==> config.mk <==
export PLATFORM = sky130hd
export DESIGN_NAME = cache_array
export DESIGN_NICKNAME = d
export VERILOG_FILES = /design/src/rtl/cache_array.sv
export SDC_FILE = /design/constraint.sdc
export NUM_CORES = 1
export LEC_CHECK = 0
export ABC_AREA = 1
export BUFFER_PORTS_ARGS = -buffer_cell sky130_fd_sc_hd__buf_2
export CORE_MARGIN = 2
export CORE_UTILIZATION = 27
export DETAILED_ROUTE_END_ITERATION = 6
export HOLD_SLACK_MARGIN = 0.02
export PLACE_DENSITY = 0.47
export SYNTH_ARGS = -nofsm -noshare
export SYNTH_HDL_FRONTEND = slang
export SYNTH_SLANG_ARGS = --single-unit
export TNS_END_PERCENT = 10
==> constraint.sdc <==
create_clock -name clock -period 1.5 [get_ports clock]
set_clock_uncertainty 0.15 [all_clocks]
set_input_delay 0 -clock clock [delete_from_list [all_inputs] [get_ports clock]]
set_output_delay 0 -clock clock [all_outputs]
set_load 0.005 [all_outputs]
==> src/rtl/cache_array.sv <==
`timescale 1ns/10ps

module cache_array #(
	parameter type line_t = logic,
	parameter int NUM_LINES = 32
)(
	input  logic                         clock,
	input  logic                         reset,
	input  logic [$clog2(NUM_LINES)-1:0] rd_index,
	input  logic                         wr_en,
	input  logic [$clog2(NUM_LINES)-1:0] wr_index,
	input  line_t                        wr_line,
	output line_t                        rd_line
);

	line_t lines [NUM_LINES];

	// lookup is combinational so the controller can compare tags in the same cycle
	assign rd_line = lines[rd_index];

	always_ff @(posedge clock)
	begin
		if (reset)
		begin
			// all lines start invalid and clean
			for (int i = 0; i < NUM_LINES; i++)
			begin
				lines[i] <= '0;
			end
		end
		else if (wr_en)
		begin
			lines[wr_index] <= wr_line;
		end
	end

endmodule

==> results.md <==
* Yosys top cell area share at 0.512
* Tightest Pin Transition at 0.450 ns
* Row count at 30
* CORE AREA at 6760 sq um
* Grt total ovfl at 0
* Diodes inserted at 0
* Status: complete, no violations
* Yosys reg bits at 32
* Max Root-Sink Buffers at 2
* Hold crit path type: in2reg
* Synth top cells by count: nand2_1 (103), edfxtp_1 (32), nor2_1 (29)
* Netlist cell types at 16
* # H-tree levels at 2
* CTS Sinks at 32
* Routed via count at 1505
* Detailed placer's ending HPWL at 3040 microns
* Seq/Total Area, Yosys at 0.512
* # DRC at 0
* Yosys Warn Count at 0
* Syn_area_per_cell at 8.05 sq um
* Cell count after synthesis at 233
* Wire length per cell at 13.7 microns
* I/O pin cnt at 15
* Final hold violation count at 0
* PD cells at 902 nW/um^2
* Syn Nets at 247
* Die span in y at 87.4 microns
* Global Route Usage Sum at 0.133
* CP required at 1.35 ns
* Clk slew on worst S/H paths at 0.07 ns
* Global-route wire length before repair at 7550 microns
* Critical path type: reg2out
* Max FFs per register at 32
* Dominant synthesized flop cell: edfxtp_1
* CP startpoint kind: flip-flop
* Peak VDD IR at 287 uV
* Layout cell share with drive strength beyond 1 at 0.203
* Top cell type by total area after synthesis: edfxtp_1
* Post-detailed-routing wire length at 4520 microns
* Post-synth EDFFs at 32
* Root Buffer: clkbuf_8
* Synth area leaders: edfxtp_1 (51%), nand2_1 (21%), nand3_1 (6.4%)
* Biggest register: lines
* Vias/cell at 4.55
* Iter 0 DRT Violations at 71
* Ys async rst share at 0
* Number of setup violations in the final report at 0
* DR pass1 iterations at 6
* Largest net degree at the start of global routing at 33
* Area grow syn2layout at 14.5%
* Initial core utilization at 0.278
* Aggregate negative setup slack at 0 ns
* CP Capture Type: output pin
* Max_cap viols at 0
* DRT antenna net count at 0
* PortBufs at 14
* Vias in the first global route at 1464
* CTS tree: built
* Relative slew slack at 0.698
* RSZ-0062 raised after global routing: true
* Slack of the critical path at 0.0384 ns
* Storage cell area at 961 sq um
* Syn Std Cell Area at 1880 sq um
* Post-cts hold buffer count at 0
* Most common cell in the netlist: nand2_1
* Num CTS Buffers at 5
* Post-CTS Setup Bufs at 0
* Crit Path Max Fanout at 1
* Layout fillers at 741
* NumNets Final at 264
* Final weighted congestion in routability-driven placement at 0.726
* Max Freq at 0.684 GHz
* Pwr Total at 0.00194 W
* Dpl ws at 0.176 ns
* Final Cycle Share at 0.974
* Registers with the most flip-flops: lines x32
* Area occupied by multi-input gates at 833 sq um
* Die width at 87.4 microns
* Die ar. at 7630 sq um
* Period minus WS final at 1.46 ns
* Initial antenna violation count at 0
* Final Hold Slack at 0.0772 ns
* Pins Over Slew Limit at 0
* Pleak at 0.897 nW
* CP arrival at 1.31 ns
-- kinds of logic after synthesis --
| family | share of synthesized area |
|---|---|
| flops | 0.512 |
| simple gates | 0.417 |
| buf+inv | 0.0627 |
| compound gates | 0.00800 |
-- cells in the final DEF (no fill, tap or decap), drive strengths merged --
cell,Yosys,routed
clkinv,0,1
o21ai,3,3
inv,16,16
buf,4,20
nand2,104,104
nor3,15,15
edfxtp,32,32
clkbuf,6,7
nand3,24,24
nor2,29,29
-- critical path, stage by stage (launching register included) --
cell	delay (ns)
edfxtp_1	0.40
nand2_1	0.11
nand3_2	0.07
nand3_2	0.08
nand2_1	0.06
nand2_1	0.05
nand2_1	0.05
nand2_1	0.05
nand2_1	0.04
buf_2	0.12
-- power by group --
part	internal, W	leakage [nW]	switching, W
clock network	0.000323	0.0399	0.000317
registers	0.00103	0.304	0.0000129
logic	0.0000801	0.552	0.000176
-- layer usage --
layer,share of wire,vias to the layer above,global-route usage,wire length (microns)
met1,0.49,686,0.185,2230
met4,0.018,0,0.0503,81
met3,0.033,6,0.0313,148
met2,0.46,31,0.201,2070
met5,0,-,0,0
li1,-,782,-,-
-- timing repair --
item	4_1_cts	5_1_grt
resized for setup	1	6
setup endpoints to repair	1	1
pin swaps	0	3
-- metrics by stage --
stage / std cells / cell area (sq um) / util
after floorplan: 233 / 1880 / -
after global placement: 323 / 2030 / 0.301
after detailed placement: 323 / 2030 / 0.301
after CTS: 331 / 2120 / 0.314
after global routing: 331 / 2150 / 0.318
final: 331 / 2150 / 0.318
-- path summary, 6_finish.rpt --
| check | startpoint | endpoint | slack, ns | cells after the start |
|---|---|---|---|---|
| max | lines[30] | rd_line | 0.04 | 9 |
| min | wr_index[2] | lines[18] | 0.08 | 4 |
-- layout make-up --
class / count / share of cell area
Sequential cell: 32 / 0.447
Timing Repair Buffer: 20 / 0.0536
Inverter: 16 / 0.0279
Clock inverter: 1 / 0.00175
Clock buffer: 7 / 0.0355
Tap cell: 80 / 0.0466
Multi-Input combinational cell: 175 / 0.388
No activity file was read; power rests on OpenSTA's default activity.
