[src/rtl/mem_bus_pkg.sv]
package mem_bus_pkg;

	localparam int MEM_ADDR_W = 32;
	localparam int BLOCK_W = 64;
	localparam int MEM_TAG_W = 4;
	// tag zero is reserved for "no transaction"
	localparam int NUM_MEM_TAGS = 1 << MEM_TAG_W;

	typedef enum logic [1:0]
	{
		BUS_NONE  = 2'h0,
		BUS_LOAD  = 2'h1,
		BUS_STORE = 2'h2
	} bus_command_t;

	typedef logic [MEM_ADDR_W-1:0] mem_addr_t;
	typedef logic [BLOCK_W-1:0] block_t;
	typedef logic [MEM_TAG_W-1:0] mem_tag_t;

	// one command on the shared bus, address is block aligned
	typedef struct packed
	{
		bus_command_t command;
		mem_addr_t    addr;
		block_t       data;
	} mem_req_t;

endpackage

[src/rtl/cache_pkg.sv]
package cache_pkg;

	localparam int BLOCK_OFFSET_W = 3;
	localparam int DCACHE_INDEX_W = 5;
	localparam int ICACHE_INDEX_W = 4;
	localparam int DCACHE_LINES = 1 << DCACHE_INDEX_W;
	localparam int ICACHE_LINES = 1 << ICACHE_INDEX_W;
	localparam int DCACHE_TAG_W = mem_bus_pkg::MEM_ADDR_W - BLOCK_OFFSET_W - DCACHE_INDEX_W;
	localparam int ICACHE_TAG_W = mem_bus_pkg::MEM_ADDR_W - BLOCK_OFFSET_W - ICACHE_INDEX_W;

	typedef logic [BLOCK_OFFSET_W-1:0] block_offset_t;
	typedef logic [DCACHE_INDEX_W-1:0] dcache_index_t;
	typedef logic [ICACHE_INDEX_W-1:0] icache_index_t;
	typedef logic [DCACHE_TAG_W-1:0] dcache_tag_t;
	typedef logic [ICACHE_TAG_W-1:0] icache_tag_t;

	// byte address split into tag, index and offset
	typedef struct packed
	{
		dcache_tag_t   tag;
		dcache_index_t index;
		block_offset_t offset;
	} dcache_addr_t;

	typedef struct packed
	{
		icache_tag_t   tag;
		icache_index_t index;
		block_offset_t offset;
	} icache_addr_t;

	typedef struct packed
	{
		logic                valid;
		logic                dirty;
		dcache_tag_t         tag;
		mem_bus_pkg::block_t data;
	} dcache_line_t;

	typedef struct packed
	{
		logic                valid;
		icache_tag_t         tag;
		mem_bus_pkg::block_t data;
	} icache_line_t;

	typedef struct packed
	{
		mem_bus_pkg::bus_command_t command;
		mem_bus_pkg::mem_addr_t    addr;
		mem_bus_pkg::block_t       data;
	} dcache_req_t;

	typedef struct packed
	{
		mem_bus_pkg::block_t data;
		logic                hit;
	} dcache_result_t;

	typedef struct packed
	{
		mem_bus_pkg::mem_addr_t addr;
	} icache_req_t;

endpackage

[src/rtl/icache_controller.sv]
`timescale 1ns/10ps

module icache_controller (
	input  logic                     clock,
	input  logic                     reset,
	input  logic                     icache_req_valid,
	input  cache_pkg::icache_req_t   icache_req,
	output logic                     icache_done,
	output mem_bus_pkg::block_t      icache_data,
	output cache_pkg::icache_index_t array_index,
	input  cache_pkg::icache_line_t  array_line,
	output logic                     array_wr_en,
	output cache_pkg::icache_line_t  array_wr_line,
	output mem_bus_pkg::mem_req_t    mem_req,
	input  logic                     mem_grant,
	input  mem_bus_pkg::mem_tag_t    mem_response,
	input  mem_bus_pkg::mem_tag_t    mem_tag,
	input  mem_bus_pkg::block_t      mem_data
);

	typedef enum logic [1:0]
	{
		IDLE,
		LOOKUP,
		REQUEST,
		WAIT
	} state_t;

	state_t                  state;
	state_t                  next_state;
	cache_pkg::icache_addr_t fetch_addr_q;
	mem_bus_pkg::mem_tag_t   fill_tag_q;
	logic                    hit;
	logic                    fill_arrived;

	assign hit = array_line.valid && (array_line.tag == fetch_addr_q.tag);
	assign fill_arrived = (mem_tag != '0) && (mem_tag == fill_tag_q);
	assign array_index = fetch_addr_q.index;

	assign icache_done = (state == LOOKUP) && hit;
	assign icache_data = array_line.data;

	// fills are always clean, there is nothing to write back
	assign array_wr_en = (state == WAIT) && fill_arrived;
	assign array_wr_line.valid = 1'b1;
	assign array_wr_line.tag = fetch_addr_q.tag;
	assign array_wr_line.data = mem_data;

	always_comb
	begin
		next_state = state;
		case (state)
			IDLE:
				if (icache_req_valid)
					next_state = LOOKUP;
			LOOKUP:
				next_state = hit ? IDLE : REQUEST;
			REQUEST:
				if (mem_grant)
					next_state = WAIT;
			WAIT:
				if (fill_arrived)
					next_state = LOOKUP;
			default:
				next_state = IDLE;
		endcase
	end

	always_ff @(posedge clock)
	begin
		if (reset)
		begin
			state <= IDLE;
			fill_tag_q <= '0;
		end
		else
		begin
			state <= next_state;
			if ((state == REQUEST) && mem_grant)
				fill_tag_q <= mem_response;
		end
	end

	always_ff @(posedge clock)
	begin
		if ((state == IDLE) && icache_req_valid)
			fetch_addr_q <= cache_pkg::icache_addr_t'(icache_req.addr);
	end

	always_comb
	begin
		mem_req = '0;
		if (state == REQUEST)
		begin
			mem_req.command = mem_bus_pkg::BUS_LOAD;
			mem_req.addr = {fetch_addr_q.tag, fetch_addr_q.index,
				{cache_pkg::BLOCK_OFFSET_W{1'b0}}};
		end
	end

endmodule

[config.mk]
export PLATFORM = sky130hd
export DESIGN_NAME = icache_controller
export DESIGN_NICKNAME = d
export VERILOG_FILES = /design/src/rtl/mem_bus_pkg.sv /design/src/rtl/cache_pkg.sv /design/src/rtl/icache_controller.sv
export SDC_FILE = /design/constraint.sdc
export NUM_CORES = 1
export LEC_CHECK = 0
export ABC_AREA = 1
export ABC_CLOCK_PERIOD_IN_PS = 2060
export BUFFER_PORTS_ARGS = -buffer_cell sky130_fd_sc_hd__clkbuf_2
export CAP_MARGIN = 20
export CORE_AREA = 2 2 177 179
export DETAILED_ROUTE_END_ITERATION = 10
export DIE_AREA = 0 0 179 181
export PLACE_DENSITY = 0.36
export SLEW_MARGIN = 0
export SYNTH_ARGS = -nofsm -noshare
export SYNTH_HDL_FRONTEND = slang
export SYNTH_SLANG_ARGS = --single-unit
[constraint.sdc]
create_clock -name clock -period 2.06 [get_ports clock]
set_input_delay 0.412 -clock clock [delete_from_list [all_inputs] [get_ports clock]]
set_output_delay 0.412 -clock clock [all_outputs]
set_load 0.1 [all_outputs]
==> metrics.yaml <==
clock_latency_ns: 0.28
worst-path-buf-inv: 2
post-place-ws_ns: -0.133
clk_pin_slew_worst_paths_ns: 0.06
num_io_pins: 456
dpl.hpwl_um: 12400
antenna_found_initial: 2
avgSynthCellArea_sq_um: 7.36
cap_violations: 0
synth.distinct_cells: 27
critical_path.top_delay_family: "simple AND/OR/NAND/NOR gates"
p_leak_nw: 2.08
die_h_um: 181
ir_worst_vdd_mv: 0.673
yosysTopAreaCellShare_pct: 40.8
drive_gt1_share_pct: 39.5
drt_iter0_drc: 50
synth_area_leaders: "buf_4 41%, edfxtp_1 24%, nand2_1 9.8%"
root_buffer: "clkbuf_16"
grt_setup_unrepaired: "true"
grt_pass1_wl_um: 18900
min_period_over_period_pct: 110
max_freq_ghz: 0.443
startpoint: "array_wr_line[85]$_DFFE_PP_"
wirelength_um: 14200
fp.dieW_um: 179
start_util_pct: 12.0
power_frac_seq_pct: 17.8
power_frac_clock_pct: 11.5
dr.pass1.iters: 4
ys_seq_area_share_pct: 27.3
timing.hold.worst.class: "in -> reg"
yosys.area_share.simple_pct: 16.8
slowest_stage: "edfxtp_1"
required_ns: 1.65
path_max_fanout: 2
grt_pass1_vias: 2838
syn-cell-area_sq_um: 3630
slew-limit-headroom_pct: 60.2
multi_input_area_sq_um: 1160
synth_compound_area_share_pct: 2.52
ys_ff_latch: 35
grt_max_degree: 26
fin_skew_ns: 0.00387
vias: 2700
synth_edf_count: 29
grt-ovfl-total: 0
gp_congestion: 0.695
seqCellArea_sq_um: 992
slowest_delay_ns: 0.40
syn_to_final_growth_pct: 25.9
tritoncts: "done"
io_buffers: 127
layout_min_cycle_time_ns: 2.26
path_class: "reg -> out"
synthAdderAreaFrac_pct: 1.72
final_core_util_pct: 15.1
cts_buffer_depth: 2
wl_per_cell_um: 15.4
cts_hold_buf: 0
violations: "negative setup slack"
vias_per_cell: 2.92
ys.flop_type: "edfxtp_1"
p_int_mw: 2.54
synthCells: 493
power_frac_comb_pct: 70.7
postRouteAntennaNets: 0
synth_top_family_by_area: "buffers and inverters"
fill_cells: 3453
clock_sinks: 35
synthArstFlopShare_pct: 0
nNetsFinal: 729
cp_cell_sequence: "xor2_1 > nor4_2 > buf_4 > nand3_4 > nor3b_4 > buf_12"
synth-xor-area-share_pct: 2.17
arrival_ns: 1.84
start_kind: "register"
fp.dieArea_sq_um: 32400
synth_mux_area_share_pct: 0
slew_viol_final: 0
htreeDepth: 2
yosys.area.top_type: "buf_4"
ys_warn_count: 0
setup_viol: 1
core_area_sq_um: 30300
finalHoldViolCount: 0
cts_made_buffers: 5
drc_errors: 0
switching_share_pct: 60.2
end_kind: "primary output"
layout_setup_ws_ns: -0.196
track_usage_pct: 8.32
reg2reg_from: "array_wr_line[66]$_DFFE_PP_"
status: "finished, violations left"
switchingPower_mw: 3.84
hp-start: "icache_req[10]"
worst_pin_slew_ns: 0.600
num_rows: 64
layout_common_cells: "95 x nand2_1, 95 x clkbuf_2, 69 x conb_1"
power_per_cell_area_nw_per_um2: 1400
[cell usage after synthesis (all sizes together) (4+ instances only)]
library cell,n
nor2,33
nand4,6
ha,5
nand3,8
edfxtp,29
nand2,95
dfxtp,6
a21oi,4
buf,199
xor2,8
o21ai,9
inv,77
[what timing repair did]
action / 4_1_cts / 5_1_grt
buffers inserted: 1 / 3
pin swaps: 3 / 6
resized for setup: 3 / 5
endpoints found under the setup margin: 1 / 23
[registers in the layout (all words and copies together) (netlist names)]
signal and flops:
array_wr_line 25, array_index 4, fill_tag_q 4, state 2
[routing by layer]
| metal | GRT usage (%) | up-vias | wire (um) |
|---|---|---|---|
| met5 | 0 | - | 13 |
| met4 | 6.93 | 2 | 1170 |
| met3 | 6.61 | 105 | 2710 |
| met2 | 12.6 | 196 | 6130 |
| met1 | 7.08 | 1119 | 4180 |
| li1 | - | 1278 | - |
[kinds of logic after synthesis]
group                      Yosys count
AOI/OAI and AO/OA                   15
xor gates and xnor gates             9
adders and majority gates            5
buffers and inverters              279
DFF                                 35
other                                2
and+or+nand+nor                    148
[final timing paths]
kind                                       to  slack (ns)  depth (start not counted)
hold reg to reg    fill_tag_q[2]$_SDFFE_PP0P_        0.47                          2
setup / recovery                  icache_done       -0.20                          6
hold / removal    array_wr_line[67]$_DFFE_PP_        0.30                          1
setup reg to reg        state[1]$_SDFFE_PP0P_        0.52                         11
[power by group through the flow]
stage | Sequential (mW) | Clock (mW) | Combinational (mW)
floorplan | 2.02 | 0 | 3.61
global placement | 1.15 | 0 | 4.52
detailed placement | 1.15 | 0 | 4.52
CTS | 1.14 | 0.778 | 4.54
global route | 1.17 | 0.792 | 4.72
finish | 1.13 | 0.737 | 4.51
[metrics by stage]
step / std cells / hold WS (ns) / TNS, ns / total power [mW] / cell area [sq um]
final: 925 / 0.299 / -0.196 / 6.38 / 4570
after global routing: 923 / 0.290 / -0.291 / 6.68 / 4560
after CTS: 920 / 0.289 / -0.287 / 6.46 / 4510
after detailed placement: 911 / 0.470 / -0.133 / 5.68 / 4350
after global placement: 911 / 0.468 / -0.135 / 5.66 / 4350
after floorplan: 560 / 0.444 / -0.782 / 5.63 / 4020
[final cells by class]
class / count / share of cell area, %
Antenna cell: 2 / 0.110
Clock inverter: 2 / 0.164
Sequential cell: 35 / 21.7
Tap cell: 396 / 10.8
Timing Repair Buffer: 159 / 30.0
Clock buffer: 6 / 2.82
Multi-Input combinational cell: 246 / 25.5
Inverter: 79 / 8.87
(Power assumes the default switching activity.)
