`src/rtl/mem_bus_pkg.sv`:
```
package mem_bus_pkg;

	localparam int MEM_ADDR_W = 32;
	localparam int BLOCK_W = 64;
	localparam int MEM_TAG_W = 4;
	// tag zero is reserved for "no transaction"
	localparam int NUM_MEM_TAGS = 1 << MEM_TAG_W;

	typedef enum logic [1:0]
	{
		BUS_NONE  = 2'h0,
		BUS_LOAD  = 2'h1,
		BUS_STORE = 2'h2
	} bus_command_t;

	typedef logic [MEM_ADDR_W-1:0] mem_addr_t;
	typedef logic [BLOCK_W-1:0] block_t;
	typedef logic [MEM_TAG_W-1:0] mem_tag_t;

	// one command on the shared bus, address is block aligned
	typedef struct packed
	{
		bus_command_t command;
		mem_addr_t    addr;
		block_t       data;
	} mem_req_t;

endpackage

```
`src/rtl/cache_pkg.sv`:
```
package cache_pkg;

	localparam int BLOCK_OFFSET_W = 3;
	localparam int DCACHE_INDEX_W = 5;
	localparam int ICACHE_INDEX_W = 4;
	localparam int DCACHE_LINES = 1 << DCACHE_INDEX_W;
	localparam int ICACHE_LINES = 1 << ICACHE_INDEX_W;
	localparam int DCACHE_TAG_W = mem_bus_pkg::MEM_ADDR_W - BLOCK_OFFSET_W - DCACHE_INDEX_W;
	localparam int ICACHE_TAG_W = mem_bus_pkg::MEM_ADDR_W - BLOCK_OFFSET_W - ICACHE_INDEX_W;

	typedef logic [BLOCK_OFFSET_W-1:0] block_offset_t;
	typedef logic [DCACHE_INDEX_W-1:0] dcache_index_t;
	typedef logic [ICACHE_INDEX_W-1:0] icache_index_t;
	typedef logic [DCACHE_TAG_W-1:0] dcache_tag_t;
	typedef logic [ICACHE_TAG_W-1:0] icache_tag_t;

	// byte address split into tag, index and offset
	typedef struct packed
	{
		dcache_tag_t   tag;
		dcache_index_t index;
		block_offset_t offset;
	} dcache_addr_t;

	typedef struct packed
	{
		icache_tag_t   tag;
		icache_index_t index;
		block_offset_t offset;
	} icache_addr_t;

	typedef struct packed
	{
		logic                valid;
		logic                dirty;
		dcache_tag_t         tag;
		mem_bus_pkg::block_t data;
	} dcache_line_t;

	typedef struct packed
	{
		logic                valid;
		icache_tag_t         tag;
		mem_bus_pkg::block_t data;
	} icache_line_t;

	typedef struct packed
	{
		mem_bus_pkg::bus_command_t command;
		mem_bus_pkg::mem_addr_t    addr;
		mem_bus_pkg::block_t       data;
	} dcache_req_t;

	typedef struct packed
	{
		mem_bus_pkg::block_t data;
		logic                hit;
	} dcache_result_t;

	typedef struct packed
	{
		mem_bus_pkg::mem_addr_t addr;
	} icache_req_t;

endpackage

```
`src/rtl/dcache_controller.sv`:
```
`timescale 1ns/10ps

module dcache_controller (
	input  logic                      clock,
	input  logic                      reset,
	input  logic                      dcache_req_valid,
	input  cache_pkg::dcache_req_t    dcache_req,
	output logic                      dcache_done,
	output cache_pkg::dcache_result_t dcache_result,
	output cache_pkg::dcache_index_t  array_index,
	input  cache_pkg::dcache_line_t   array_line,
	output logic                      array_wr_en,
	output cache_pkg::dcache_line_t   array_wr_line,
	output mem_bus_pkg::mem_req_t     mem_req,
	input  logic                      mem_grant,
	input  mem_bus_pkg::mem_tag_t     mem_response,
	input  mem_bus_pkg::mem_tag_t     mem_tag,
	input  mem_bus_pkg::block_t       mem_data
);

	typedef enum logic [2:0]
	{
		IDLE,
		LOOKUP,
		WRITEBACK,
		FILL_REQ,
		FILL_WAIT
	} state_t;

	state_t                 state;
	state_t                 next_state;
	cache_pkg::dcache_req_t req_q;
	cache_pkg::dcache_addr_t req_addr;
	mem_bus_pkg::mem_tag_t  fill_tag_q;
	logic                   missed_q;
	logic                   is_store;
	logic                   hit;
	logic                   victim_dirty;
	logic                   fill_arrived;

	assign req_addr = cache_pkg::dcache_addr_t'(req_q.addr);
	assign is_store = (req_q.command == mem_bus_pkg::BUS_STORE);
	assign hit = array_line.valid && (array_line.tag == req_addr.tag);
	// a miss onto a modified line must push it out first
	assign victim_dirty = array_line.valid && array_line.dirty && !hit;
	assign fill_arrived = (mem_tag != '0) && (mem_tag == fill_tag_q);
	assign array_index = req_addr.index;

	// loads need a hit, whole-block stores only need a clean victim
	assign dcache_done = (state == LOOKUP) && !victim_dirty && (hit || is_store);
	assign dcache_result.data = array_line.data;
	assign dcache_result.hit = !missed_q;

	always_comb
	begin
		next_state = state;
		case (state)
			IDLE:
				if (dcache_req_valid)
					next_state = LOOKUP;
			LOOKUP:
				if (victim_dirty)
					next_state = WRITEBACK;
				else if (hit || is_store)
					next_state = IDLE;
				else
					next_state = FILL_REQ;
			WRITEBACK:
				if (mem_grant)
					next_state = is_store ? LOOKUP : FILL_REQ;
			FILL_REQ:
				if (mem_grant)
					next_state = FILL_WAIT;
			FILL_WAIT:
				// back through lookup, which then hits on the new line
				if (fill_arrived)
					next_state = LOOKUP;
			default:
				next_state = IDLE;
		endcase
	end

	always_ff @(posedge clock)
	begin
		if (reset)
		begin
			state <= IDLE;
			missed_q <= 1'b0;
			fill_tag_q <= '0;
		end
		else
		begin
			state <= next_state;
			if (state == IDLE)
				missed_q <= 1'b0;
			else if ((state == LOOKUP) && (next_state != IDLE))
				missed_q <= 1'b1;
			if ((state == FILL_REQ) && mem_grant)
				fill_tag_q <= mem_response;
		end
	end

	always_ff @(posedge clock)
	begin
		if ((state == IDLE) && dcache_req_valid)
			req_q <= dcache_req;
	end

	// array updates: store install, write-back completion, fill
	always_comb
	begin
		array_wr_en = 1'b0;
		array_wr_line.valid = 1'b1;
		array_wr_line.dirty = 1'b1;
		array_wr_line.tag = req_addr.tag;
		array_wr_line.data = req_q.data;
		case (state)
			LOOKUP:
				array_wr_en = is_store && !victim_dirty;
			WRITEBACK:
				array_wr_en = is_store && mem_grant;
			FILL_WAIT:
			begin
				array_wr_en = fill_arrived;
				array_wr_line.dirty = 1'b0;
				array_wr_line.data = mem_data;
			end
			default:
				array_wr_en = 1'b0;
		endcase
	end

	always_comb
	begin
		mem_req = '0;
		case (state)
			WRITEBACK:
			begin
				mem_req.command = mem_bus_pkg::BUS_STORE;
				mem_req.addr = {array_line.tag, req_addr.index,
					{cache_pkg::BLOCK_OFFSET_W{1'b0}}};
				mem_req.data = array_line.data;
			end
			FILL_REQ:
			begin
				mem_req.command = mem_bus_pkg::BUS_LOAD;
				mem_req.addr = {req_addr.tag, req_addr.index,
					{cache_pkg::BLOCK_OFFSET_W{1'b0}}};
			end
			default:
				mem_req.command = mem_bus_pkg::BUS_NONE;
		endcase
	end

endmodule

```
`config.mk`:
```
export PLATFORM = sky130hd
export DESIGN_NAME = dcache_controller
export DESIGN_NICKNAME = d
export VERILOG_FILES = /design/src/rtl/mem_bus_pkg.sv /design/src/rtl/cache_pkg.sv /design/src/rtl/dcache_controller.sv
export SDC_FILE = /design/constraint.sdc
export NUM_CORES = 1
export LEC_CHECK = 0
export ABC_AREA = 0
export BUFFER_PORTS_ARGS = -buffer_cell sky130_fd_sc_hd__buf_2
export CAP_MARGIN = 10
export CORE_AREA = 2 2 203 205
export CTS_BUF_LIST = sky130_fd_sc_hd__clkbuf_8
export DETAILED_ROUTE_END_ITERATION = 12
export DIE_AREA = 0 0 205 207
export GPL_TIMING_DRIVEN = 0
export HOLD_SLACK_MARGIN = 0.05
export PLACE_DENSITY = 0.38
export RECOVER_POWER = 25
export SKIP_CTS_REPAIR_TIMING = 1
export SLEW_MARGIN = 20
export SYNTH_ARGS = -nofsm -noshare
export SYNTH_HDL_FRONTEND = slang
export SYNTH_SLANG_ARGS = --single-unit
```
`constraint.sdc`:
```
create_clock -name clock -period 9.2 [get_ports clock]
set_input_delay 0.46 -clock clock [delete_from_list [all_inputs] [get_ports clock]]
set_output_delay 0.46 -clock clock [all_outputs]
set_load 0.02 [all_outputs]
```
==> impl_metrics.tcl <==
set metrics [dict create \
    status "completed" \
    port_buffers 515 \
    avgSynthCellArea_um2 12.4 \
    holdPathStages 1 \
    p_leak_uw 0.00478 \
    path_clk_slew_ps 120 \
    end_kind "primary output" \
    layout.nets 1302 \
    r2r_setup_slack_ps 6890 \
    ys_types 37 \
    drive_gt1_frac 0.678 \
    die_w_um 205 \
    clock-sinks 103 \
    fill_cells 4472 \
    rr_worst_depth 7 \
    areaGrowthSynthToFinish_pct 56.8 \
    grt_busiest_layer "met2" \
    hp-start "dcache_req[90]" \
    grt_use_met3 0.0475 \
    num_vias 5617 \
    grt_first_pass_wirelength_um 38700 \
    initial_utilization 0.153 \
    cts.htree.levels 3 \
    grt_use_met1 0.122 \
    timing.fmax_ghz 0.315 \
    dpl.hpwl_um 24800 \
    cp-start-kind "flip-flop" \
    ir_worst_vdd_mv 0.0955 \
    core_um2 40400 \
    firstDrtPassIters 4 \
    crit_top_cell "nand4_1" \
    fp.dieArea_um2 42400 \
    worst_ep_required_time_ps 8740 \
    rows 74 \
    cts_root_buf "clkbuf_8" \
    slowest_delay_ps 580 \
    hold_slack_ps 215 \
    pwr_density_cell_nw_per_um2 219 \
    ys_ff_latch 103 \
    grt_max_degree 17 \
    die_h_um 207 \
    drv_slew 0 \
    setup_tns_ps 0 \
    min_period_ps 3170 \
    synthCells 497 \
    final_common_cell "buf_2" \
    drtAntennaViolNets 0 \
    syn_area_um2 6180 \
    worst_pin_slew_ps 606 \
    setup_viol 0 \
    hold_viol_final 0 \
    grt_pass1_vias 5859 \
    layout_common_cells "buf_2 (502), buf_4 (107), edfxtp_1 (95)" \
    clock_latency_ps 410 \
    synth_edf_count 95 \
    routed_wl_um 28600 \
    overflow 0 \
    drt_iter0_drc 177 \
    maxCapViolCount 0 \
    async_flop_share 0 \
    drcViolationCount 0 \
    met2_usage 0.255 \
    fin_crit_sh 0.345 \
    synthFlopType "edfxtp_1" \
    hp-class "in -> reg" \
    r2r-end "req_q[25]" \
    hold-path-endpoint "req_addr[26]" \
    boundaryPins 524 \
    rsz0062_at_grt "no" \
    cts-buffers-inserted 9 \
    cp_slowest_cell "nor4_1" \
    crit_chain "xnor2_1 -> nand4_1 -> nor4_1 -> nand4_1 -> a21oi_1 -> buf_2" \
    yosysWarnings 0 \
    cp_max_fo 5 \
    cts.path.max_buffers 2 \
    timing.rr.start "state[0]" \
    antenna_found_initial 5 \
    clock_skew_ps 13.4 \
    max-slew-margin-rel 0.596 \
    post-route-util 0.240 \
    wl_per_cell_um 18.1 \
    yosysSeqAreaShare 0.487 \
    finalPower_uw 2130 \
    path_class "reg -> out" \
    cts_tree "yes" \
    vias_per_cell 3.56 \
    gp_congestion 0.791 \
    arrival_ps 2710 \
    grt.total_usage 0.129 \
]
-- worst max-delay path, delay by kind of cell (launching register included) --
kind	cells	cell delay (ps)
flops	1	440
simple gates	3	1160
compound gates	1	260
xor+xnor	1	220
buf+inv	1	220
-- flip-flops by register name (all words and copies together) (netlist names) --
signal      flops
req_q          66
req_addr       29
fill_tag_q      4
state           3
missed_q        1
-- stage by stage --
step | setup WS (ps) | instances | cell area, µm²
after global routing | 5750 | 1575 | 9700
after global placement | -3600 | 1546 | 9440
final | 6030 | 1576 | 9700
after CTS | 5930 | 1575 | 9720
after floorplan | 1420 | 499 | 6190
after detailed placement | 6310 | 1559 | 9550
-- metal layers --
| metal | vias up | share of wire |
|---|---|---|
| met5 | - | 0.0016 |
| met4 | 8 | 0.015 |
| li1 | 2689 | - |
| met2 | 310 | 0.55 |
| met3 | 31 | 0.096 |
| met1 | 2579 | 0.34 |
-- Yosys cell counts, types with 2 or more instances --
cell / instances / share of area
and2_1: 71 / 0.072
buf_6: 7 / 0.013
mux2i_1: 29 / 0.047
nand4_1: 4 / 0.0040
buf_4: 98 / 0.12
xor2_1: 11 / 0.016
inv_1: 2 / 0.0012
nor3_1: 7 / 0.0057
buf_1: 2 / 0.0012
a21oi_1: 7 / 0.0057
a31o_1: 2 / 0.0028
edfxtp_1: 95 / 0.46
conb_1: 2 / 0.0012
nor2_1: 33 / 0.020
nand2b_1: 4 / 0.0040
mux2_4: 49 / 0.12
clkbuf_2: 5 / 0.0040
dfxtp_1: 8 / 0.026
mux2_2: 15 / 0.027
nand2_1: 5 / 0.0030
nor4_1: 3 / 0.0030
xnor2_1: 16 / 0.023
buf_2: 8 / 0.0065
-- report_power, final --
group          total (µW)  switching [µW]  internal, µW
Combinational        1150             685           461
Clock                 280             176           104
Sequential            702            48.0           654
Total                2130             909          1220
-- logic make-up after synthesis --
family | Yosys count | share of synthesized area
xor+xnor | 27 | 0.0382
compound gates | 12 | 0.0119
buf+inv | 123 | 0.145
mux | 93 | 0.193
flops | 103 | 0.487
other cells | 2 | 0.00121
simple gates | 137 | 0.123
-- worst max path at each step --
stage	end	slack, ps	from	cells after the start
after floorplan	req_addr[10]	1420	state[0]	3
final	dcache_done	6030	req_addr[16]	6
after CTS	dcache_done	5930	req_addr[16]	6
after detailed placement	dcache_done	6310	array_line[72]	7
after global routing	dcache_done	5750	req_addr[18]	6
after global placement	req_q[15]	-3600	state[0]	3
-- final cells by class --
| type | instances | area (µm²) | share of cell area |
|---|---|---|---|
| Clock inverter | 6 | 32.5 | 0.00335 |
| Tap cell | 532 | 666 | 0.0686 |
| Clock buffer | 10 | 138 | 0.0142 |
| Inverter | 2 | 7.51 | 0.000774 |
| Antenna cell | 1 | 2.50 | 0.000258 |
| Timing Repair Buffer | 528 | 2660 | 0.275 |
| Multi-Input combinational cell | 273 | 2290 | 0.236 |
| Sequential cell | 103 | 3010 | 0.311 |
| Buffer | 121 | 891 | 0.0918 |
(Power assumes the default switching activity.)
