File: config.mk
export PLATFORM = sky130hd
export DESIGN_NAME = mem_arbiter
export DESIGN_NICKNAME = d
export VERILOG_FILES = /design/src/rtl/mem_bus_pkg.sv /design/src/rtl/mem_arbiter.sv
export SDC_FILE = /design/constraint.sdc
export NUM_CORES = 1
export LEC_CHECK = 0
export BUFFER_PORTS_ARGS = -buffer_cell sky130_fd_sc_hd__buf_4
export CAP_MARGIN = 25
export CORE_AREA = 2 2 121 123
export CTS_BUF_LIST = sky130_fd_sc_hd__clkbuf_16
export CTS_CLUSTER_DIAMETER = 60
export CTS_CLUSTER_SIZE = 25
export DETAILED_ROUTE_END_ITERATION = 8
export DIE_AREA = 0 0 123 125
export MAX_ROUTING_LAYER = met4
export PLACE_DENSITY = 0.55
export SYNTH_ARGS = -nofsm -noshare
export SYNTH_HDL_FRONTEND = slang
export SYNTH_SLANG_ARGS = --single-unit
File: constraint.sdc
create_clock -name clock -period 2.3 [get_ports clock]
set_input_delay 0.23 -clock clock [delete_from_list [all_inputs] [get_ports clock]]
set_output_delay 0.23 -clock clock [all_outputs]
set_load 0.005 [all_outputs]
File: src/rtl/mem_bus_pkg.sv
package mem_bus_pkg;

	localparam int MEM_ADDR_W = 32;
	localparam int BLOCK_W = 64;
	localparam int MEM_TAG_W = 4;
	// tag zero is reserved for "no transaction"
	localparam int NUM_MEM_TAGS = 1 << MEM_TAG_W;

	typedef enum logic [1:0]
	{
		BUS_NONE  = 2'h0,
		BUS_LOAD  = 2'h1,
		BUS_STORE = 2'h2
	} bus_command_t;

	typedef logic [MEM_ADDR_W-1:0] mem_addr_t;
	typedef logic [BLOCK_W-1:0] block_t;
	typedef logic [MEM_TAG_W-1:0] mem_tag_t;

	// one command on the shared bus, address is block aligned
	typedef struct packed
	{
		bus_command_t command;
		mem_addr_t    addr;
		block_t       data;
	} mem_req_t;

endpackage

File: src/rtl/mem_arbiter.sv
`timescale 1ns/10ps

module mem_arbiter (
	input  logic                  clock,
	input  logic                  reset,
	input  mem_bus_pkg::mem_req_t dcache_mem_req,
	input  mem_bus_pkg::mem_req_t icache_mem_req,
	output logic                  dcache_grant,
	output logic                  icache_grant,
	output mem_bus_pkg::mem_req_t mem_req,
	input  mem_bus_pkg::mem_tag_t mem_response,
	input  mem_bus_pkg::mem_tag_t mem_tag,
	output mem_bus_pkg::mem_tag_t dcache_mem_tag,
	output mem_bus_pkg::mem_tag_t icache_mem_tag
);

	logic [mem_bus_pkg::NUM_MEM_TAGS-1:0] tag_busy_q;
	logic [mem_bus_pkg::NUM_MEM_TAGS-1:0] tag_icache_q;
	logic                                 dcache_pending;
	logic                                 icache_pending;
	logic                                 load_issued;

	assign dcache_pending = (dcache_mem_req.command != mem_bus_pkg::BUS_NONE);
	assign icache_pending = (icache_mem_req.command != mem_bus_pkg::BUS_NONE);

	// data side first so a victim write-back always beats its own refill
	assign dcache_grant = dcache_pending;
	assign icache_grant = icache_pending && !dcache_pending;
	assign mem_req = dcache_pending ? dcache_mem_req : icache_mem_req;

	// only loads come back with data
	assign load_issued = (mem_req.command == mem_bus_pkg::BUS_LOAD) && (mem_response != '0);

	// a returning tag goes only to the cache that was handed it
	always_comb
	begin
		dcache_mem_tag = '0;
		icache_mem_tag = '0;
		if (tag_busy_q[mem_tag])
		begin
			if (tag_icache_q[mem_tag])
				icache_mem_tag = mem_tag;
			else
				dcache_mem_tag = mem_tag;
		end
	end

	always_ff @(posedge clock)
	begin
		if (reset)
		begin
			tag_busy_q <= '0;
		end
		else
		begin
			// a reissue in the same cycle overrides the retire on delivery
			if (tag_busy_q[mem_tag])
				tag_busy_q[mem_tag] <= 1'b0;
			if (load_issued)
				tag_busy_q[mem_response] <= 1'b1;
		end
	end

	// which cache owns each issued load tag
	always_ff @(posedge clock)
	begin
		if (load_issued)
			tag_icache_q[mem_response] <= icache_grant;
	end

endmodule

==> results of run 1 <==
==> Yosys cell counts, types with 2 or more instances <==
master | number | area [sq um]
edfxtp_1 | 16 | 480
nand2_1 | 12 | 45.0
nor3b_1 | 6 | 45.0
inv_1 | 16 | 60.1
a22oi_1 | 2 | 15.0
mux2_2 | 96 | 1080
mux4_1 | 6 | 158
o21ai_0 | 7 | 35.0
o21a_1 | 6 | 45.0
nor2b_1 | 4 | 25.0
o2111ai_1 | 2 | 17.5
clkbuf_1 | 11 | 41.3
buf_2 | 4 | 20.0
nor2_1 | 14 | 52.6
a31oi_1 | 2 | 12.5
a21o_1 | 2 | 15.0
dfxtp_1 | 16 | 320
nand2b_1 | 6 | 37.5
or2_2 | 2 | 12.5
a21oi_1 | 9 | 45.0
mux2i_1 | 2 | 20.0
nand3_1 | 5 | 25.0
nand3b_1 | 2 | 15.0
==> logic make-up (layout without fill, tap and decap cells) <==
family / count (synthesis) / count (layout)
compound gates: 39 / 39
buf+inv: 32 / 349
other cells: 1 / 4
flops: 32 / 32
simple gates: 55 / 55
mux: 106 / 106
==> final timing paths <==
kind,from,endpoint
worst min register to register,tag_busy_q[0]$_SDFF_PP0_,tag_busy_q[0]$_SDFF_PP0_
worst max-delay path,tag_busy_q[10]$_SDFF_PP0_,icache_mem_tag[1]
worst min-delay path,reset,tag_busy_q[13]$_SDFF_PP0_
worst max register to register,tag_busy_q[10]$_SDFF_PP0_,tag_busy_q[10]$_SDFF_PP0_
==> through the flow <==
stage                     cell area, sq um  worst slack [ns]
after floorplan                       2820             0.485
after global placement                5450             0.220
after detailed placement              5450             0.161
after CTS                             5610             0.138
after global routing                  5610            0.0677
final                                 5620             0.143
==> where the power goes <==
group	leakage, nW	internal [mW]	switching, mW
clock	0.0823	0.464	0.232
combinational	2.30	0.552	0.308
sequential	0.254	0.608	0.00321
total	2.64	1.63	0.543
==> flip-flops by register name, summed over array words and instances (netlist names) <==
register,cells
tag_icache_q,16
tag_busy_q,16
==> layer usage <==
| metal | share of wire | vias to the layer above |
|---|---|---|
| met4 | 0.013 | 0 |
| met5 | 0 | - |
| met2 | 0.50 | 146 |
| met1 | 0.39 | 1606 |
| met3 | 0.099 | 13 |
| li1 | - | 1632 |
==> final cells by class <==
cell class	instances	area (sq um)
Antenna cell	3	7.51
Clock buffer	6	150
Clock inverter	2	11.3
Fill cell	1424	8590
Inverter	16	60.1
Multi-Input combinational cell	201	1890
Sequential cell	32	801
Tap cell	184	230
Timing Repair Buffer	325	2460
==> impl_results.md, run 1 <==
* Worst path top cell family by delay: multiplexers
* Avg Synthesized Cell Area at 10.6 sq um
* RSZ-0062 raised after global routing: no
* Power per cell area at 386 nW/um^2
* Clk buf depth at 2
* Final max-slew violation count at 0
* First-pass GRT wire length at 21,700 um
* CP max FO at 6
* GR Layer Usage met1 at 0.220
* Initial detailed-routing violation count at 193
* Startpoint Class: flip-flop
* Tcrit/Tclk final at 0.938
* Largest net degree at the start of global routing at 32
* Worst VDD drop at 0.320 mV
* Initial antenna violation count at 2
* Multiplexer share of the synthesized area at 0.460
* Post-Synthesis Cells at 265
* Gr usage total at 0.193
* 1st-pass router iterations at 4
* Synth Area in Simple Gates at 0.102
* Most frequent cells in the layout: buf_4 (323), mux2_2 (96), inv_1 (16), dfxtp_1 (16), edfxtp_1 (16)
* Met3 Use GR at 0.0766
* Row Count at 44
* Net Count, Synth at 471
* Synth Area in Compound Gates at 0.105
* Hpwl dp at 13,300 um
* Sum Neg Setup Slack at 0 ns
* Slew HR at 0.578
* Leakage at 2.64 nW
* Crit-path cells: mux4_1 > or2_2 > a32oi_4 > nor3b_1 > buf_4
* Setup violators final at 0
* H-tree depth at 2
* Crit Path Class: flip-flop to output pin
* Largest family of logic cells by synthesized area: multiplexers
* Residual DRC at 0
* Clk_lat worst skew at 0.27 ns
* Tmin final at 2.16 ns
* CTS Hold Bufs at 0
* Most common flop cell mapped by yosys: edfxtp_1
* IO Count at 314
* Sink Count at 32
* Commonest non-fill, non-tap cell in the layout: buf_4
* Post-CTS sizing at 0
* Worst EP arrival at 1.93 ns
* Netlist cell types at 40
* Sequential area share after synthesis at 0.284
* Slowest-stage cell, CP: mux4_1
* Max Clock Freq at 464 MHz
* Number of global-route vias before repair at 3,677
* Worst hold slack at 0.219 ns
* Max_cap viols at 0
* Adder-Cell Fraction of Synth Area at 0
* Clk slew on worst S/H paths at 0.05 ns
* Remaining antenna violation count at 0
* Hold path depth at 2
* Placeable Area at 14,200 sq um
* Final Hold Vio Count at 0
* Syn-to-layout area delta at 99.4%
* #FFs+latches synth at 32
* Slowest Stage Delay on Critical Path at 0.48 ns
* Post-CTS Setup Bufs at 0
* Levels on crit path at 5
* Share of cells above drive strength 1 at 0.749
* CTS buffer count at 5
* Final non-filler cell total at 769
* Routed vias at 3,397
* Port Buf Inserts at 313
* Overall Power at 2.17 mW
* DR vias/cell at 4.42
* Worst r2r path cells at 3
* Post-synth ARST share at 0
* Placed Cells at 758
* WP data required at 2.07 ns
* Cell Area, Synth at 2820 sq um
* CP endpoint kind: output pin
* Clk_skew at 0 ns
* Top Usage Layer GRT: met2
* CTS tree: yes
* GRT overflow at 0
* Final WL at 15,000 um
* Status: completed
* Slew @ Worst Pin at 0.631 ns
* Die area at 15,400 sq um
* R2R Setup Slk at 1.52 ns
* XOR/XNOR Fraction of Synth Area at 0
* CP bufs+invs at 1
* Post-synth EDFFs at 16
* WL per Instance at 19.5 um
* Final core occ at 0.395
* CTS root buf: clkbuf_16
* Post-layout nets at 787
* GR met2 Demand/Resource at 0.324
* Initial Util at 0.198
* Die Ht at 125 um
* Yosys warns at 0
* GPL Wtd Cong at 0.980
* DIE WIDTH at 123 um
* HP Class: input port to flip-flop
(Power assumes the default switching activity.)
==> run 2, diff against run 1 <==
--- a/config.mk
+++ b/config.mk
@@ -13,8 +13,9 @@
 export CTS_CLUSTER_SIZE = 25
 export DETAILED_ROUTE_END_ITERATION = 8
 export DIE_AREA = 0 0 123 125
+export GPL_TIMING_DRIVEN = 0
 export MAX_ROUTING_LAYER = met4
-export PLACE_DENSITY = 0.55
+export PLACE_DENSITY = 0.51
 export SYNTH_ARGS = -nofsm -noshare
 export SYNTH_HDL_FRONTEND = slang
 export SYNTH_SLANG_ARGS = --single-unit
==> run 2 against run 1 <==
  * Design area down 0.47%
  * Largest cell class unchanged
  * Utilization down 0.19 points
  * Sequential power about the same
  * Final cell count up 0.65%
  * Worst hold slack worse by 0.097 ns
  * Maximum frequency down 1.3%
  * Critical path type is now input port to output pin
  * Clock power up 4.4%
==> impl_results.md, run 2 (same netlist as run 1, synthesis figures left out) <==
* Worst EP arrival at 1.96 ns
* Worst VDD drop at 0.203 mV
* Startpoint Class: input port
* Routed vias at 3,391
* DR vias/cell at 4.38
* Post-route setup slack at 0.114 ns
* Sink Count at 32
* Row Count at 44
* Largest net degree at the start of global routing at 18
* 1st-pass router iterations at 4
* Power per cell area at 392 nW/um^2
* Tcrit/Tclk final at 0.950
* Sum Neg Setup Slack at 0 ns
* Port Buf Inserts at 313
* Max_cap viols at 0
* GPL Wtd Cong at 0.895
* GRT overflow at 0
* WL per Instance at 19.3 um
* Leakage at 2.61 nW
* CTS buffer count at 5
* Crit-path cells: buf_4 > clkbuf_1 > mux4_1 > nand2_1 > nand4_1 > nor3b_1 > buf_4
* Overall Power at 2.19 mW
* Residual DRC at 0
* IO Count at 314
* Clock share of power at 0.332
* Number of global-route vias before repair at 3,635
* Initial antenna violation count at 2
* Final WL at 14,900 um
* Most frequent cells in the layout: buf_4 (315), mux2_2 (96), inv_1 (16), dfxtp_1 (16), edfxtp_1 (16)
* Commonest non-fill, non-tap cell in the layout: buf_4
* CP bufs+invs at 3
* Slowest-stage cell, CP: clkbuf_1
* CTS root buf: clkbuf_16
* Final core occ at 0.393
* Clk slew on worst S/H paths at 0.05 ns
* Final max-slew violation count at 0
* RR Startpoint: tag_busy_q[10]$_SDFF_PP0_
* Initial detailed-routing violation count at 155
* Die Ht at 125 um
* DIE WIDTH at 123 um
* First-pass GRT wire length at 21,300 um
* Top Registers: tag_busy_q (16), tag_icache_q (16)
* Slew @ Worst Pin at 0.839 ns
* Post-layout nets at 793
* Clk buf depth at 2
* H-tree depth at 2
* Initial Util at 0.198
* Combinational share of power at 0.389
* WP data required at 2.07 ns
* Share of cells above drive strength 1 at 0.731
* Tmin final at 2.19 ns
* Hold Path Origin: reset
* Max Clock Freq at 458 MHz
* Crit Path Class: input port to output pin
* Clk_skew at 0 ns
* CP endpoint kind: output pin
* Internal cell power at 1.66 mW
* Sequential share of power at 0.279
* Die area at 15,400 sq um
* Worst path top cell family by delay: buffers and inverters
* Setup violators final at 0
* Switch share at 0.245
* Timing startpoint of the critical path: mem_tag[1]
* Hpwl dp at 13,200 um
* Final Hold Vio Count at 0
* Crit path top cell by count: buf_4
* Clk_lat worst skew at 0.27 ns
* Gr usage total at 0.191
* Status: completed
* Dpl ws at -0.599 ns
* Remaining antenna violation count at 0
* CP max FO at 10
* Slowest Stage Delay on Critical Path at 0.46 ns
* NetSw at 537 uW
* RSZ-0062 raised after global routing: no
* CTS tree: yes
* Placeable Area at 14,200 sq um
* HP Class: input port to flip-flop
* Slew HR at 0.439
* Syn-to-layout area delta at 98.4%
* Worst hold slack at 0.122 ns
-- run 2: cell types whose count changed in the layout (fill, tap and decap cells not counted), moves of 2 or more --
cell      previous run  this run
buf_12               2         0
buf_2                0         4
buf_4              323       315
clkbuf_1             0        11
clkinv_1             0         2
-- run 2: layout make-up --
| cell class | instances | area [sq um] |
|---|---|---|
| timing repair buffer | 315 | 2360 |
| fill | 1469 | 8610 |
| inverter | 16 | 60.1 |
| multi-input combinational | 201 | 1890 |
| clock buffer | 5 | 125 |
| clock inverter | 3 | 37.5 |
| tap | 184 | 230 |
| buffer | 16 | 72.6 |
| antenna | 2 | 5.00 |
| sequential | 32 | 801 |
-- run 2: what timing repair did --
item,4_1_cts,5_1_grt
hold buffers,0,0
buffers inserted,0,2
setup endpoints to repair,17,1
resized for setup,3,0
pin swaps,0,1
-- run 2: path summary, 6_finish.rpt --
kind | end | slack, ns | depth (start not counted)
hold / removal | tag_busy_q[1]$_SDFF_PP0_ | 0.12 | 2
hold reg to reg | tag_busy_q[0]$_SDFF_PP0_ | 0.44 | 1
setup / recovery | dcache_mem_tag[1] | 0.11 | 7
setup reg to reg | tag_busy_q[10]$_SDFF_PP0_ | 1.50 | 3
-- run 2: power by group through the flow --
stage	combinational [mW]	sequential (mW)	clock [mW]
2_1_floorplan	0.284	0.622	0
3_3_place_gp	0.846	0.623	0
3_5_place_dp	0.852	0.623	0
4_1_cts	0.858	0.612	0.739
5_1_grt	0.905	0.612	0.766
6_report	0.852	0.612	0.728
-- run 2: worst register-to-register path: stages (launching register included) --
cell and delay, ns:
dfxtp_1 0.35, nand4b_1 0.11, a22oi_1 0.16, nor2_1 0.05
-- run 2: layer usage --
layer / vias up / routed length, um / share of wire / global-route usage
li1: 1643 / - / - / -
met5: - / 0 / 0 / -
met3: 14 / 1370 / 0.092 / 0.0739
met4: 0 / 197 / 0.013 / 0.0334
met1: 1598 / 6050 / 0.41 / 0.225
met2: 136 / 7300 / 0.49 / 0.311
-- run 2: metrics by stage --
step	std cells	instance area [sq um]
after global placement	762	5400
after global routing	774	5590
after detailed placement	762	5400
after floorplan	265	2820
after CTS	770	5570
final	774	5590
